**config.mk**
```make
export PLATFORM = sky130hd
export DESIGN_NAME = router_switch_alloc
export DESIGN_NICKNAME = d
export VERILOG_FILES = /design/src/logic/noc_router_pkg.sv /design/src/logic/port_request_decoder.sv /design/src/logic/rr_pointer.sv /design/src/logic/rr_grant_encoder.sv /design/src/logic/rr_output_arbiter.sv /design/src/logic/crossbar_switch.sv /design/src/logic/router_switch_alloc.sv
export SDC_FILE = /design/constraint.sdc
export NUM_CORES = 1
export LEC_CHECK = 0
export BUFFER_PORTS_ARGS = -buffer_cell sky130_fd_sc_hd__buf_2
export CORE_UTILIZATION = 45
export DETAILED_ROUTE_END_ITERATION = 6
export GPL_TIMING_DRIVEN = 0
export PLACE_DENSITY = 0.7
export SETUP_SLACK_MARGIN = 0.2
export SYNTH_ARGS = -nofsm -noshare
export SYNTH_HDL_FRONTEND = slang
export SYNTH_SLANG_ARGS = --single-unit
```
**constraint.sdc**
```tcl
create_clock -name clk -period 8.6 [get_ports clk]
set_clock_uncertainty 0.15 [all_clocks]
set_input_delay 1.72 -clock clk [delete_from_list [all_inputs] [get_ports clk]]
set_output_delay 1.72 -clock clk [all_outputs]
set_load 0.02 [all_outputs]
```
**src/logic/noc_router_pkg.sv**
```systemverilog
package noc_router_pkg;

        // ##############################
        // router dimensions
        // ##############################

        localparam int NUM_PORTS = 5;     // n, s, w, e, local
        localparam int PORT_W    = 3;     // bits of a port code

        // ##############################
        // port codes
        // ##############################

        typedef enum logic [PORT_W-1:0] {
                port_north = 3'd0,
                port_south = 3'd1,
                port_west  = 3'd2,
                port_east  = 3'd3,
                port_local = 3'd4
        } port_e;

        // ##############################
        // request and grant words
        // ##############################

        // what one input asks of the switch
        typedef struct packed {
                logic  valid;             // input holds a flit
                port_e next_hop;          // output it wants
        } port_req_t;

        // one bit per port, indexed by port code
        typedef logic [NUM_PORTS-1:0] port_vec_t;

        // crossbar select carries the granted input's code
        typedef logic [PORT_W-1:0] sel_t;

endpackage

```
**src/logic/port_request_decoder.sv**
```systemverilog
module port_request_decoder (
        input  noc_router_pkg::port_req_t req_i     [noc_router_pkg::NUM_PORTS],
        output noc_router_pkg::port_vec_t out_req_o [noc_router_pkg::NUM_PORTS]
);

        localparam int N = noc_router_pkg::NUM_PORTS;

        logic [N-1:0] hop_ok;             // valid with a legal code

        // ##############################
        // input side qualification
        // ##############################

        always_comb begin
                for (int i = 0; i < N; i++) begin
                        hop_ok[i] = req_i[i].valid && (int'(req_i[i].next_hop) < N);
                end
        end

        // ##############################
        // transpose to output side
        // ##############################

        // output o sees bit i when input i aims at o, never from o itself
        always_comb begin
                for (int o = 0; o < N; o++) begin
                        out_req_o[o] = '0;
                        for (int i = 0; i < N; i++) begin
                                if (hop_ok[i] && (int'(req_i[i].next_hop) == o) && (i != o)) begin
                                        out_req_o[o][i] = 1'b1;
                                end
                        end
                end
        end

endmodule

```
**src/logic/rr_pointer.sv**
```systemverilog
module rr_pointer (
        input  logic                      clk,
        input  logic                      reset_i,
        input  logic                      change_order_i,
        input  noc_router_pkg::port_vec_t grant_i,
        output noc_router_pkg::port_e     pointer_o
);

        localparam int N = noc_router_pkg::NUM_PORTS;

        noc_router_pkg::port_e winner;
        noc_router_pkg::port_e next_ptr;

        // grant is one-hot, take its code
        always_comb begin
                winner = noc_router_pkg::port_north;
                for (int i = 0; i < N; i++) begin
                        if (grant_i[i]) begin
                                winner = noc_router_pkg::port_e'(i);
                        end
                end
        end

        // start just after the winner, local wraps to north
        always_comb begin
                if (winner == noc_router_pkg::port_local) begin
                        next_ptr = noc_router_pkg::port_north;
                end else begin
                        next_ptr = noc_router_pkg::port_e'(winner + 3'd1);
                end
        end

        always_ff @(posedge clk) begin
                if (reset_i) begin
                        pointer_o <= noc_router_pkg::port_north;
                end else if (change_order_i && (|grant_i)) begin
                        pointer_o <= next_ptr;           // strobe only counts with a winner
                end
        end

endmodule

```
**src/logic/rr_grant_encoder.sv**
```systemverilog
module rr_grant_encoder (
        input  noc_router_pkg::port_vec_t req_i,
        input  noc_router_pkg::port_e     pointer_i,
        output noc_router_pkg::port_vec_t grant_o,
        output noc_router_pkg::sel_t      sel_o
);

        localparam int N = noc_router_pkg::NUM_PORTS;

        noc_router_pkg::port_vec_t rot_req;  // requests seen from the pointer
        noc_router_pkg::port_vec_t rot_gnt;  // fixed priority result, rotated

        // position base+offs on the ring of ports
        function automatic int wrap_add(input int base, input int offs);
                int sum;
                sum = base + offs;
                if (sum >= N) begin
                        sum = sum - N;
                end
                return sum;
        endfunction

        // ##############################
        // rotate requests by pointer
        // ##############################

        // bit 0 of rot_req is the port the pointer names
        always_comb begin
                for (int k = 0; k < N; k++) begin
                        rot_req[k] = req_i[wrap_add(k, int'(pointer_i))];
                end
        end

        // ##############################
        // fixed priority pick
        // ##############################

        assign rot_gnt = rot_req & (~rot_req + 1'b1);  // lowest set bit

        // ##############################
        // rotate back and encode
        // ##############################

        always_comb begin
                grant_o = '0;
                sel_o   = noc_router_pkg::sel_t'(noc_router_pkg::port_north);
                for (int k = 0; k < N; k++) begin
                        if (rot_gnt[k]) begin
                                grant_o[wrap_add(k, int'(pointer_i))] = 1'b1;
                                sel_o = noc_router_pkg::sel_t'(wrap_add(k, int'(pointer_i)));
                        end
                end
        end

endmodule

```
**src/logic/rr_output_arbiter.sv**
```systemverilog
module rr_output_arbiter (
        input  logic                      clk,
        input  logic                      reset_i,
        input  noc_router_pkg::port_vec_t req_i,
        input  logic                      change_order_i,
        output noc_router_pkg::port_vec_t grant_o,
        output noc_router_pkg::sel_t      sel_o
);

        noc_router_pkg::port_e     pointer;   // current top priority input
        noc_router_pkg::port_vec_t grant;

        // ##############################
        // priority state
        // ##############################

        rr_pointer u_pointer (
                .clk            (clk),
                .reset_i        (reset_i),
                .change_order_i (change_order_i),
                .grant_i        (grant),          // winner feeds back
                .pointer_o      (pointer)
        );

        // ##############################
        // grant logic
        // ##############################

        rr_grant_encoder u_encoder (
                .req_i     (req_i),
                .pointer_i (pointer),
                .grant_o   (grant),
                .sel_o     (sel_o)
        );

        assign grant_o = grant;

endmodule

```
**src/logic/crossbar_switch.sv**
```systemverilog
module crossbar_switch #(
        parameter int FLIT_W = 32
) (
        input  logic [FLIT_W-1:0]         flit_i   [noc_router_pkg::NUM_PORTS],
        input  noc_router_pkg::sel_t      sel_i    [noc_router_pkg::NUM_PORTS],
        input  noc_router_pkg::port_vec_t active_i,
        output logic [FLIT_W-1:0]         flit_o   [noc_router_pkg::NUM_PORTS],
        output noc_router_pkg::port_vec_t valid_o
);

        localparam int N = noc_router_pkg::NUM_PORTS;

        // ##############################
        // per output mux
        // ##############################

        always_comb begin
                for (int o = 0; o < N; o++) begin
                        flit_o[o]  = '0;          // idle outputs carry zero
                        valid_o[o] = active_i[o];
                        if (active_i[o]) begin
                                flit_o[o] = flit_i[sel_i[o]];
                        end
                end
        end

endmodule

```
**src/logic/router_switch_alloc.sv**
```systemverilog
module router_switch_alloc #(
        parameter int FLIT_W = 32
) (
        input  logic                      clk,
        input  logic                      reset_i,
        input  noc_router_pkg::port_req_t req_i          [noc_router_pkg::NUM_PORTS],
        input  logic [FLIT_W-1:0]         flit_i         [noc_router_pkg::NUM_PORTS],
        input  noc_router_pkg::port_vec_t change_order_i,
        output noc_router_pkg::port_vec_t grant_o        [noc_router_pkg::NUM_PORTS],
        output logic [FLIT_W-1:0]         flit_o         [noc_router_pkg::NUM_PORTS],
        output noc_router_pkg::port_vec_t valid_o
);

        localparam int N = noc_router_pkg::NUM_PORTS;

        noc_router_pkg::port_vec_t out_req [N];   // requests per output
        noc_router_pkg::sel_t      sel     [N];
        noc_router_pkg::port_vec_t active;        // output has a winner

        // ##############################
        // request transpose
        // ##############################

        port_request_decoder u_decoder (
                .req_i     (req_i),
                .out_req_o (out_req)
        );

        // ##############################
        // one arbiter per output
        // ##############################

        for (genvar g = 0; g < N; g++) begin : g_arb
                rr_output_arbiter u_arb (
                        .clk            (clk),
                        .reset_i        (reset_i),
                        .req_i          (out_req[g]),
                        .change_order_i (change_order_i[g]),
                        .grant_o        (grant_o[g]),
                        .sel_o          (sel[g])
                );

                assign active[g] = |grant_o[g];
        end

        // ##############################
        // data path
        // ##############################

        crossbar_switch #(
                .FLIT_W (FLIT_W)
        ) u_crossbar (
                .flit_i   (flit_i),
                .sel_i    (sel),
                .active_i (active),
                .flit_o   (flit_o),
                .valid_o  (valid_o)
        );

endmodule

```
==> flow_metrics.py, run 1 <==
metrics = {
    "run_status": {
        "status": "finished clean",
    },
    "cts": {
        "cts_root_buffer": "clkbuf_16",
        "clockBufferDepth": 2,
        "clkLatencyLatePin_ps": 270,
        "htreeDepth": 1,
        "clkTransAtPathRegs_ps": 70,
        "cts_num_sinks": 15,
        "cts_buffers": 3,
        "postCtsHoldBufs": 0,
        "cts_tree": "done",
    },
    "worst_setup_path": {
        "r2r_slack_ps": 2180,
        "critPathMostFrequentCell": "mux2i_1",
        "cp_num_buf_inv": 4,
        "end_kind": "output port",
        "crit_arrival_ps": 6380,
        "worst_path_max_delay_cell": "mux2i_2",
        "worstSetupPathType": "reg2out",
        "worstSetupPathDepth": 15,
        "slowest_delay_ps": 750,
        "r2r_cells": 16,
        "path_delay_family": "multiplexers",
        "critPathLaunchType": "flip-flop",
        "cp_cell_sequence": "clkbuf_1, inv_1, ha_1, a211oi_1, mux2i_1, mux2i_1, o211ai_1, nor3b_2, and2_1, mux2i_2, buf_4, mux2_2, nand2_1, a21oi_1, buf_2",
        "crit_fanout": 10,
        "required_ps": 6730,
    },
    "grt": {
        "grt_max_degree": 14,
        "antenna_found_initial": 14,
        "grt_pass1_wl_mm": 104.6,
        "grt_util_all_layers_pct": 42.87,
        "overflow": 0,
        "grt_pass1_vias": 17260,
    },
    "routing": {
        "wire_per_inst_um": 26.18,
        "vias": 19200,
        "remaining_drc_errors": 0,
        "first_iter_violations": 2453,
        "drtPass1Iterations": 7,
        "drt-total-wl_mm": 71.83,
        "detail-route-antenna-nets": 0,
        "via_per_inst": 6.996,
    },
    "synth": {
        "synthCells": 1957,
        "synthArstFlopShare_pct": 0,
        "synth.distinct_cells": 116,
        "ys.flop_type": "dfxtp_1",
        "ys_warn_count": 0,
        "synth_top_family_by_area": "compound AO/OA/AOI/OAI gates",
        "yosys.area_share.simple_pct": 26.72,
        "synth_edf_count": 0,
        "synth_xor_area_share_pct": 1.261,
        "synth_fa_ha_area_share_pct": 7.205,
        "synth_compound_area_share_pct": 35.34,
        "syn_area_um2": 13890,
        "synth_mux_area_share_pct": 19.97,
        "ys_ff_latch": 15,
        "seq_area_frac_synth_pct": 2.161,
        "syn_area_per_cell_um2": 7.099,
    },
    "sta": {
        "fin_crit_sh_pct": 95.92,
        "min_period_ps": 8250,
        "maxSlewHeadroom_pct": 4.635,
        "tns_ps": 0,
        "setup_violations": 0,
        "drv_slew": 0,
        "clock.fmax_ghz": 0.1212,
        "rsz0062_at_grt": "no",
        "worst_pin_slew_ps": 1411,
        "final_hold_viol_count": 0,
    },
    "power": {
        "p_leak_nw": 6.991,
        "sw_frac_of_total_pct": 63.14,
        "clock_power_share_pct": 2.5,
        "switchingPower_mw": 2.740,
        "p_int_mw": 1.600,
        "power_density_nw_per_um2": 264.2,
        "seq_power_share_pct": 2.1,
        "peakVddDrop_uv": 374.3,
        "power_frac_comb_pct": 95.4,
    },
    "cells_and_area": {
        "final_common_cell": "buf_2",
        "reg_top3": "g_arb.u_arb.u_pointer.pointer_o x15",
        "area_growth_syn_to_layout_pct": 18.24,
        "instances_no_fill": 2744,
        "multiInputGateArea_um2": 12630,
        "regMostFlops": "g_arb.u_arb.u_pointer.pointer_o",
        "final_nets": 2602,
        "seqCellArea_um2": 300.3,
        "final_cell_mix": "buf_2, mux2i_1, nand2_1, a21oi_1, o21ai_0",
        "fin_util_pct": 54.70,
        "n_fill_cell": 3063,
        "drive_above_1_share_pct": 25.20,
        "largest_reg_flops": 15,
    },
    "placement": {
        "place_congestion": 1.058,
        "dp_hpwl_mm": 56.01,
        "portBuffers": 371,
        "place_inst": 2723,
    },
    "min_path": {
        "min_path_type": "reg2reg",
        "min_path_cells": 2,
    },
    "die": {
        "num_io_pins": 377,
        "initial_core_util_pct": 46.26,
        "num_rows": 63,
        "die_w_um": 177.7,
        "coreArea_um2": 30030,
        "die_height_um": 177.7,
        "dieArea_um2": 31580,
    },
    "flow_run": {
        "drv_cap": 0,
    },
}
==> area by class of cell <==
cell class / instances / share of cell area [%]
Tap cell: 390 / 2.971
Inverter: 63 / 1.440
Sequential cell: 15 / 1.828
Buffer: 152 / 4.768
Timing Repair Buffer: 372 / 11.37
Multi-Input combinational cell: 1731 / 76.88
Antenna cell: 17 / 0.2590
Clock buffer: 3 / 0.4570
Clock inverter: 1 / 0.03047
==> repair_timing <==
action	CTS	global route
gates resized for setup	0	6
buffers inserted	0	0
endpoints found under the setup margin	0	41
==> kinds of logic after synthesis <==
family | after synthesis
xor+xnor | 20
flops | 15
mux | 266
simple gates | 651
compound gates | 711
fa+ha+maj | 77
buf+inv | 215
other cells | 2
==> final timing paths <==
kind	startpoint	endpoint
worst max-delay path	g_arb[2].u_arb.u_pointer.pointer_o[1]	flit_o[89]
worst min-delay path	g_arb[1].u_arb.u_pointer.pointer_o[1]	g_arb[1].u_arb.u_pointer.pointer_o[1]
worst max register to register	g_arb[4].u_arb.u_pointer.pointer_o[1]	g_arb[4].u_arb.u_pointer.pointer_o[1]
worst min register to register	g_arb[1].u_arb.u_pointer.pointer_o[1]	g_arb[1].u_arb.u_pointer.pointer_o[1]
==> routing by layer <==
layer	global-route usage (%)	vias up	routed length (um)
met5	0	-	10
met4	17.84	2	3630
met3	8.119	268	8079
met2	68.55	1444	31620
met1	55.95	9107	28500
li1	-	8377	-
==> cells in the mapped netlist, types with 58 or more instances <==
| library cell | n | area share (%) |
|---|---|---|
| mux2i_1 | 195 | 14 |
| nand2_1 | 155 | 4.2 |
| a21oi_1 | 117 | 4.2 |
| o21ai_0 | 106 | 3.8 |
| a22oi_1 | 104 | 5.6 |
| nor2_1 | 100 | 2.7 |
| o22ai_1 | 85 | 3.8 |
| a211oi_1 | 79 | 4.3 |
| clkbuf_1 | 74 | 2.0 |
| ha_1 | 72 | 6.5 |
| mux2_2 | 64 | 5.2 |
| inv_1 | 58 | 1.6 |
==> per-stage QoR <==
| step | instance area (um2) | setup WS, ps | power, mW | hold WS, ps |
|---|---|---|---|---|
| 6_report | 16430 | 350.5 | 4.340 | 540.7 |
| 4_1_cts | 16360 | 455.6 | 4.182 | 521.6 |
| 3_5_place_dp | 16280 | 464.8 | 4.059 | 507.5 |
| 5_1_grt | 16410 | 200.7 | 4.469 | 582.1 |
| 2_1_floorplan | 13910 | 2082 | 2.765 | 403.0 |
| 3_3_place_gp | 16250 | 39.80 | 4.042 | 491.7 |
==> power by group through the flow <==
stage                     Clock [mW]  Combinational, mW  Sequential, mW
after floorplan                    0               2.68          0.0852
after detailed placement           0               3.97          0.0908
after global placement             0               3.95          0.0910
after global routing           0.111               4.27          0.0906
after CTS                      0.109               3.98          0.0891
final                          0.109               4.14          0.0901
==> worst min-delay path, cell delays in order, from the launching register on <==
cell and delay (ps):
dfxtp_1 440, o21ai_0 140, a21oi_1 70
No activity file was read; power rests on OpenSTA's default activity.
==> run 2: changes to the inputs <==
--- a/config.mk
+++ b/config.mk
@@ -8,7 +8,6 @@
 export BUFFER_PORTS_ARGS = -buffer_cell sky130_fd_sc_hd__buf_2
 export CORE_UTILIZATION = 45
 export DETAILED_ROUTE_END_ITERATION = 6
-export GPL_TIMING_DRIVEN = 0
 export PLACE_DENSITY = 0.7
 export SETUP_SLACK_MARGIN = 0.2
 export SYNTH_ARGS = -nofsm -noshare
==> flow_metrics.py, run 2 (same netlist as run 1, synthesis figures left out) <==
metrics = {
    "sta": {
        "worst_pin_slew_ps": 1203,
        "rsz0062_at_grt": "no",
        "tns_ps": 0,
        "clock.fmax_ghz": 0.1294,
        "holdWs_ps": 515.8,
        "setup_violations": 0,
        "drv_slew": 0,
        "fin_crit_sh_pct": 89.85,
        "maxSlewHeadroom_pct": 18.70,
        "min_period_ps": 7727,
        "final_hold_viol_count": 0,
    },
    "die": {
        "initial_core_util_pct": 46.26,
        "die_height_um": 177.7,
        "num_rows": 63,
        "coreArea_um2": 30030,
        "die_w_um": 177.7,
        "num_io_pins": 377,
        "dieArea_um2": 31580,
    },
    "cts": {
        "cts_resized": 0,
        "cts_setup_buffers": 0,
        "cts_num_sinks": 15,
        "cts_tree": "done",
        "clkLatencyLatePin_ps": 270,
        "clkTransAtPathRegs_ps": 70,
        "cts_root_buffer": "clkbuf_16",
        "htreeDepth": 1,
        "postCtsHoldBufs": 0,
        "clockBufferDepth": 2,
        "cts_buffers": 3,
    },
    "routing": {
        "wire_per_inst_um": 23.57,
        "drt-total-wl_mm": 62.00,
        "drtPass1Iterations": 7,
        "via_per_inst": 6.911,
        "detail-route-antenna-nets": 0,
        "first_iter_violations": 2164,
        "vias": 18180,
        "remaining_drc_errors": 0,
    },
    "cells_and_area": {
        "area_growth_syn_to_layout_pct": 15.90,
        "final_common_cell": "buf_2",
        "largest_reg_flops": 15,
        "final_cell_mix": "buf_2, mux2i_1, nand2_1, a21oi_1, o21ai_0",
        "final_nets": 2492,
        "drive_above_1_share_pct": 25.42,
        "regMostFlops": "g_arb.u_arb.u_pointer.pointer_o",
        "reg_top3": "g_arb.u_arb.u_pointer.pointer_o x15",
    },
    "min_path": {
        "min_to": "g_arb[3].u_arb.u_pointer.pointer_o[0]",
        "min_path_cells": 3,
        "min_path_type": "reg2reg",
        "hp-start": "g_arb[3].u_arb.u_pointer.pointer_o[0]",
    },
    "run_status": {
        "status": "finished clean",
    },
    "flow_run": {
        "drv_cap": 0,
    },
    "power": {
        "power_density_nw_per_um2": 244.8,
        "peakVddDrop_uv": 326.5,
        "p_leak_nw": 6.769,
    },
    "worst_setup_path": {
        "critPathMostFrequentCell": "buf_2",
        "required_ps": 6730,
        "worstReg2RegStart": "g_arb[0].u_arb.u_pointer.pointer_o[1]",
        "r2r-end": "g_arb[0].u_arb.u_pointer.pointer_o[1]",
        "crit_arrival_ps": 5860,
        "crit_fanout": 22,
        "critPathLaunchType": "input pin",
        "worstSetupPathType": "in2out",
        "r2r_slack_ps": 2400,
        "slowest_delay_ps": 760,
        "r2r_cells": 15,
        "cp_cell_sequence": "buf_2, nor4bb_1, mux2i_1, o211ai_1, nor3b_2, and2_1, o41a_2, nor2_4, buf_4, a22oi_1, a21oi_1, buf_2",
        "worst_path_max_delay_cell": "nor4bb_1",
        "end_kind": "output port",
    },
    "grt": {
        "grt_max_degree": 65,
        "antenna_found_initial": 12,
        "grt_util_all_layers_pct": 37.01,
        "grt_pass1_wl_mm": 93.22,
        "overflow": 0,
        "grt_pass1_vias": 16650,
    },
    "placement": {
        "portBuffers": 371,
        "place_congestion": 1.063,
        "dp_hpwl_mm": 46.86,
    },
}
[run 2: worst max path at each step]
stage               depth (start not counted)                                  start  slack (ps)           to
detailed placement                         12                              req_i[12]        1100   flit_o[68]
floorplan                                  11                               req_i[5]        2080  flit_o[131]
finish                                     12                              req_i[15]         870   flit_o[68]
global route                               13  g_arb[0].u_arb.u_pointer.pointer_o[1]         730  flit_o[158]
global placement                           12                              req_i[12]        1220   flit_o[68]
CTS                                        12                              req_i[12]        1070   flit_o[68]
[run 2: through the flow]
step	total power, mW	setup WS [ps]	util [%]	std cells	area, um2
5_1_grt	4.125	731.9	53.59	2627	16100
3_3_place_gp	3.691	1225	53.24	2613	15990
2_1_floorplan	2.765	2082	-	1961	13910
6_report	3.943	873.2	53.62	2630	16100
4_1_cts	3.855	1069	53.51	2617	16070
3_5_place_dp	3.737	1097	53.24	2613	15990
[run 2: layer usage]
metal	share of wire [%]	track usage (%)	vias up
met1	40	47.39	8519
met5	0.015	0	-
met2	45	59.38	1280
met3	11	7.112	230
met4	4.5	17.34	2
li1	-	-	8145
[run 2: power by group]
group	internal, mW	switching [mW]	leakage (nW)
Clock	0.0628	0.0435	0.0410
Combinational	1.36	2.39	6.61
Sequential	0.0752	0.0169	0.121
Total	1.49	2.45	6.77
[run 2: final cells by class]
type	instances	area [um2]
flip-flops and latches	15	300.3
diodes	13	32.53
well taps	390	488.0
clock buffers	3	75.07
inverters	63	236.5
multi-input cells	1731	12710
clock inverters	1	5.005
fillers	2947	13930
repair buffers	414	2255
[run 2: critical path, delay by kind of cell]
kind,cells,cell delay [ps]
multiplexers,1,260
AO/OA/AOI/OAI,4,1420
buffers and inverters,3,630
AND/OR/NAND/NOR,4,1800
==> run 3: changes to the inputs <==
--- a/config.mk
+++ b/config.mk
@@ -6,8 +6,10 @@
 export NUM_CORES = 1
 export LEC_CHECK = 0
 export BUFFER_PORTS_ARGS = -buffer_cell sky130_fd_sc_hd__buf_2
+export CORE_ASPECT_RATIO = 1.25
 export CORE_UTILIZATION = 45
 export DETAILED_ROUTE_END_ITERATION = 6
+export GPL_TIMING_DRIVEN = 0
 export PLACE_DENSITY = 0.7
 export SETUP_SLACK_MARGIN = 0.2
 export SYNTH_ARGS = -nofsm -noshare
==> flow_metrics.py, run 3 (same netlist as run 1, synthesis figures left out) <==
metrics = {
    "placement": {
        "place_inst": 2734,
        "dp_hpwl_mm": 56.50,
        "portBuffers": 371,
        "place_congestion": 1.048,
    },
    "sta": {
        "min_period_ps": 8333,
        "fin_crit_sh_pct": 96.90,
        "tns_ps": 0,
        "setup_violations": 0,
        "maxSlewHeadroom_pct": 2.394,
        "rsz0062_at_grt": "no",
        "drv_slew": 0,
        "final_hold_viol_count": 0,
        "worst_pin_slew_ps": 1444,
        "clock.fmax_ghz": 0.1200,
    },
    "worst_setup_path": {
        "path_delay_family": "compound AO/OA/AOI/OAI gates",
        "crit_arrival_ps": 6460,
        "slowest_delay_ps": 1160,
        "cp_num_buf_inv": 4,
        "cp_cell_sequence": "buf_2, nor4bb_1, a211oi_1, a221oi_1, o21ba_2, and3_1, nand3_1, a2bb2oi_1, buf_2, buf_1, nor3b_1, a211oi_1, a211oi_1, buf_2",
        "end_kind": "output port",
        "required_ps": 6730,
        "startpoint": "req_i[0]",
        "worst_path_max_delay_cell": "nor4bb_1",
        "worstReg2RegStart": "g_arb[0].u_arb.u_pointer.pointer_o[0]",
        "worstSetupPathType": "in2out",
        "crit_fanout": 10,
        "critPathLaunchType": "input pin",
    },
    "cells_and_area": {
        "final_cell_mix": "buf_2, mux2i_1, nand2_1, a21oi_1, o21ai_0",
        "n_fill_cell": 3115,
        "fin_util_pct": 54.27,
        "regMostFlops": "g_arb.u_arb.u_pointer.pointer_o",
        "seqCellArea_um2": 300.3,
        "instances_no_fill": 2749,
        "reg_top3": "g_arb.u_arb.u_pointer.pointer_o x15",
        "multiInputGateArea_um2": 12600,
        "final_common_cell": "buf_2",
        "drive_above_1_share_pct": 25.07,
        "area_growth_syn_to_layout_pct": 17.98,
        "final_nets": 2602,
        "largest_reg_flops": 15,
    },
    "routing": {
        "drtPass1Iterations": 7,
        "remaining_drc_errors": 0,
        "vias": 18960,
        "drt-total-wl_mm": 71.58,
        "first_iter_violations": 2417,
        "detail-route-antenna-nets": 0,
        "via_per_inst": 6.896,
        "wire_per_inst_um": 26.04,
    },
    "run_status": {
        "status": "finished clean",
    },
    "cts": {
        "cts_root_buffer": "clkbuf_16",
        "cts_resized": 0,
        "clkTransAtPathRegs_ps": 60,
        "clkLatencyLatePin_ps": 250,
        "cts_tree": "done",
        "htreeDepth": 1,
        "cts_buffers": 3,
        "postCtsHoldBufs": 0,
        "cts_setup_buffers": 0,
        "clockBufferDepth": 2,
        "cts_num_sinks": 15,
    },
    "die": {
        "num_io_pins": 377,
        "num_rows": 71,
        "initial_core_util_pct": 46.00,
        "coreArea_um2": 30200,
        "dieArea_um2": 31590,
        "die_height_um": 198.5,
        "die_w_um": 159.2,
    },
    "power": {
        "peakVddDrop_uv": 236.8,
        "power_density_nw_per_um2": 262.6,
        "p_leak_nw": 6.981,
    },
    "min_path": {
        "hp-start": "g_arb[1].u_arb.u_pointer.pointer_o[1]",
        "min_path_type": "reg2reg",
    },
    "grt": {
        "overflow": 0,
        "grtUsageMet2_pct": 71.82,
        "antenna_found_initial": 17,
        "busiest_layer": "met2",
        "grt_pass1_wl_mm": 105.3,
        "grt_pass1_vias": 17430,
        "grt_use_met1_pct": 51.11,
        "grt_util_all_layers_pct": 42.51,
        "grt_max_degree": 14,
        "gr-usage-met3_pct": 9.904,
    },
    "flow_run": {
        "drv_cap": 0,
    },
}
[run 3: cell types whose count changed in the layout (fill, tap and decap cells not counted), sizes merged]
cell	change
diode	-2
clkbuf	+76
buf	+34
[run 3: final cells by class]
| type | instances | share of cell area [%] |
|---|---|---|
| antenna | 11 | 0.1679 |
| clock inverter | 1 | 0.03053 |
| tap | 401 | 3.061 |
| inverter | 63 | 1.443 |
| sequential | 15 | 1.832 |
| multi-input combinational | 1731 | 76.89 |
| clock buffer | 3 | 0.4580 |
| timing repair buffer | 372 | 11.37 |
| buffer | 152 | 4.740 |
[run 3: layer usage]
metal | part of all wire, % | wire length, um
met5 | 0.11 | 80
met2 | 46 | 32950
met1 | 38 | 26870
met3 | 11 | 7720
met4 | 5.5 | 3963
[run 3: worst paths after layout]
kind         slack [ps]                                    end  cells past startpoint
max                 270                            flit_o[117]                     14
min                 490  g_arb[1].u_arb.u_pointer.pointer_o[1]                      2
max reg2reg        2450  g_arb[0].u_arb.u_pointer.pointer_o[1]                     20
min reg2reg         490  g_arb[1].u_arb.u_pointer.pointer_o[1]                      2
[run 3: where the power goes]
group | switching, mW | internal (mW) | leakage [nW]
Sequential | 0.0156 | 0.0753 | 0.121
Combinational | 2.66 | 1.46 | 6.82
Clock | 0.0379 | 0.0626 | 0.0409
[run 3: stage by stage]
| step | worst slack [ps] | hold slack (ps) | cell area (um2) | total power, mW |
|---|---|---|---|---|
| 6_report | 266.9 | 491.5 | 16390 | 4.305 |
| 5_1_grt | 211.4 | 546.6 | 16380 | 4.456 |
| 4_1_cts | 526.5 | 502.0 | 16360 | 4.164 |
| 3_5_place_dp | 546.8 | 493.5 | 16280 | 4.052 |
| 3_3_place_gp | 135.1 | 483.6 | 16270 | 4.035 |
| 2_1_floorplan | 2082 | 403.0 | 13910 | 2.765 |
[run 3: tightest hold or removal path: stages (launching register included)]
cell and delay [ps]:
dfxtp_1 410, o21ai_0 120, a21oi_1 60
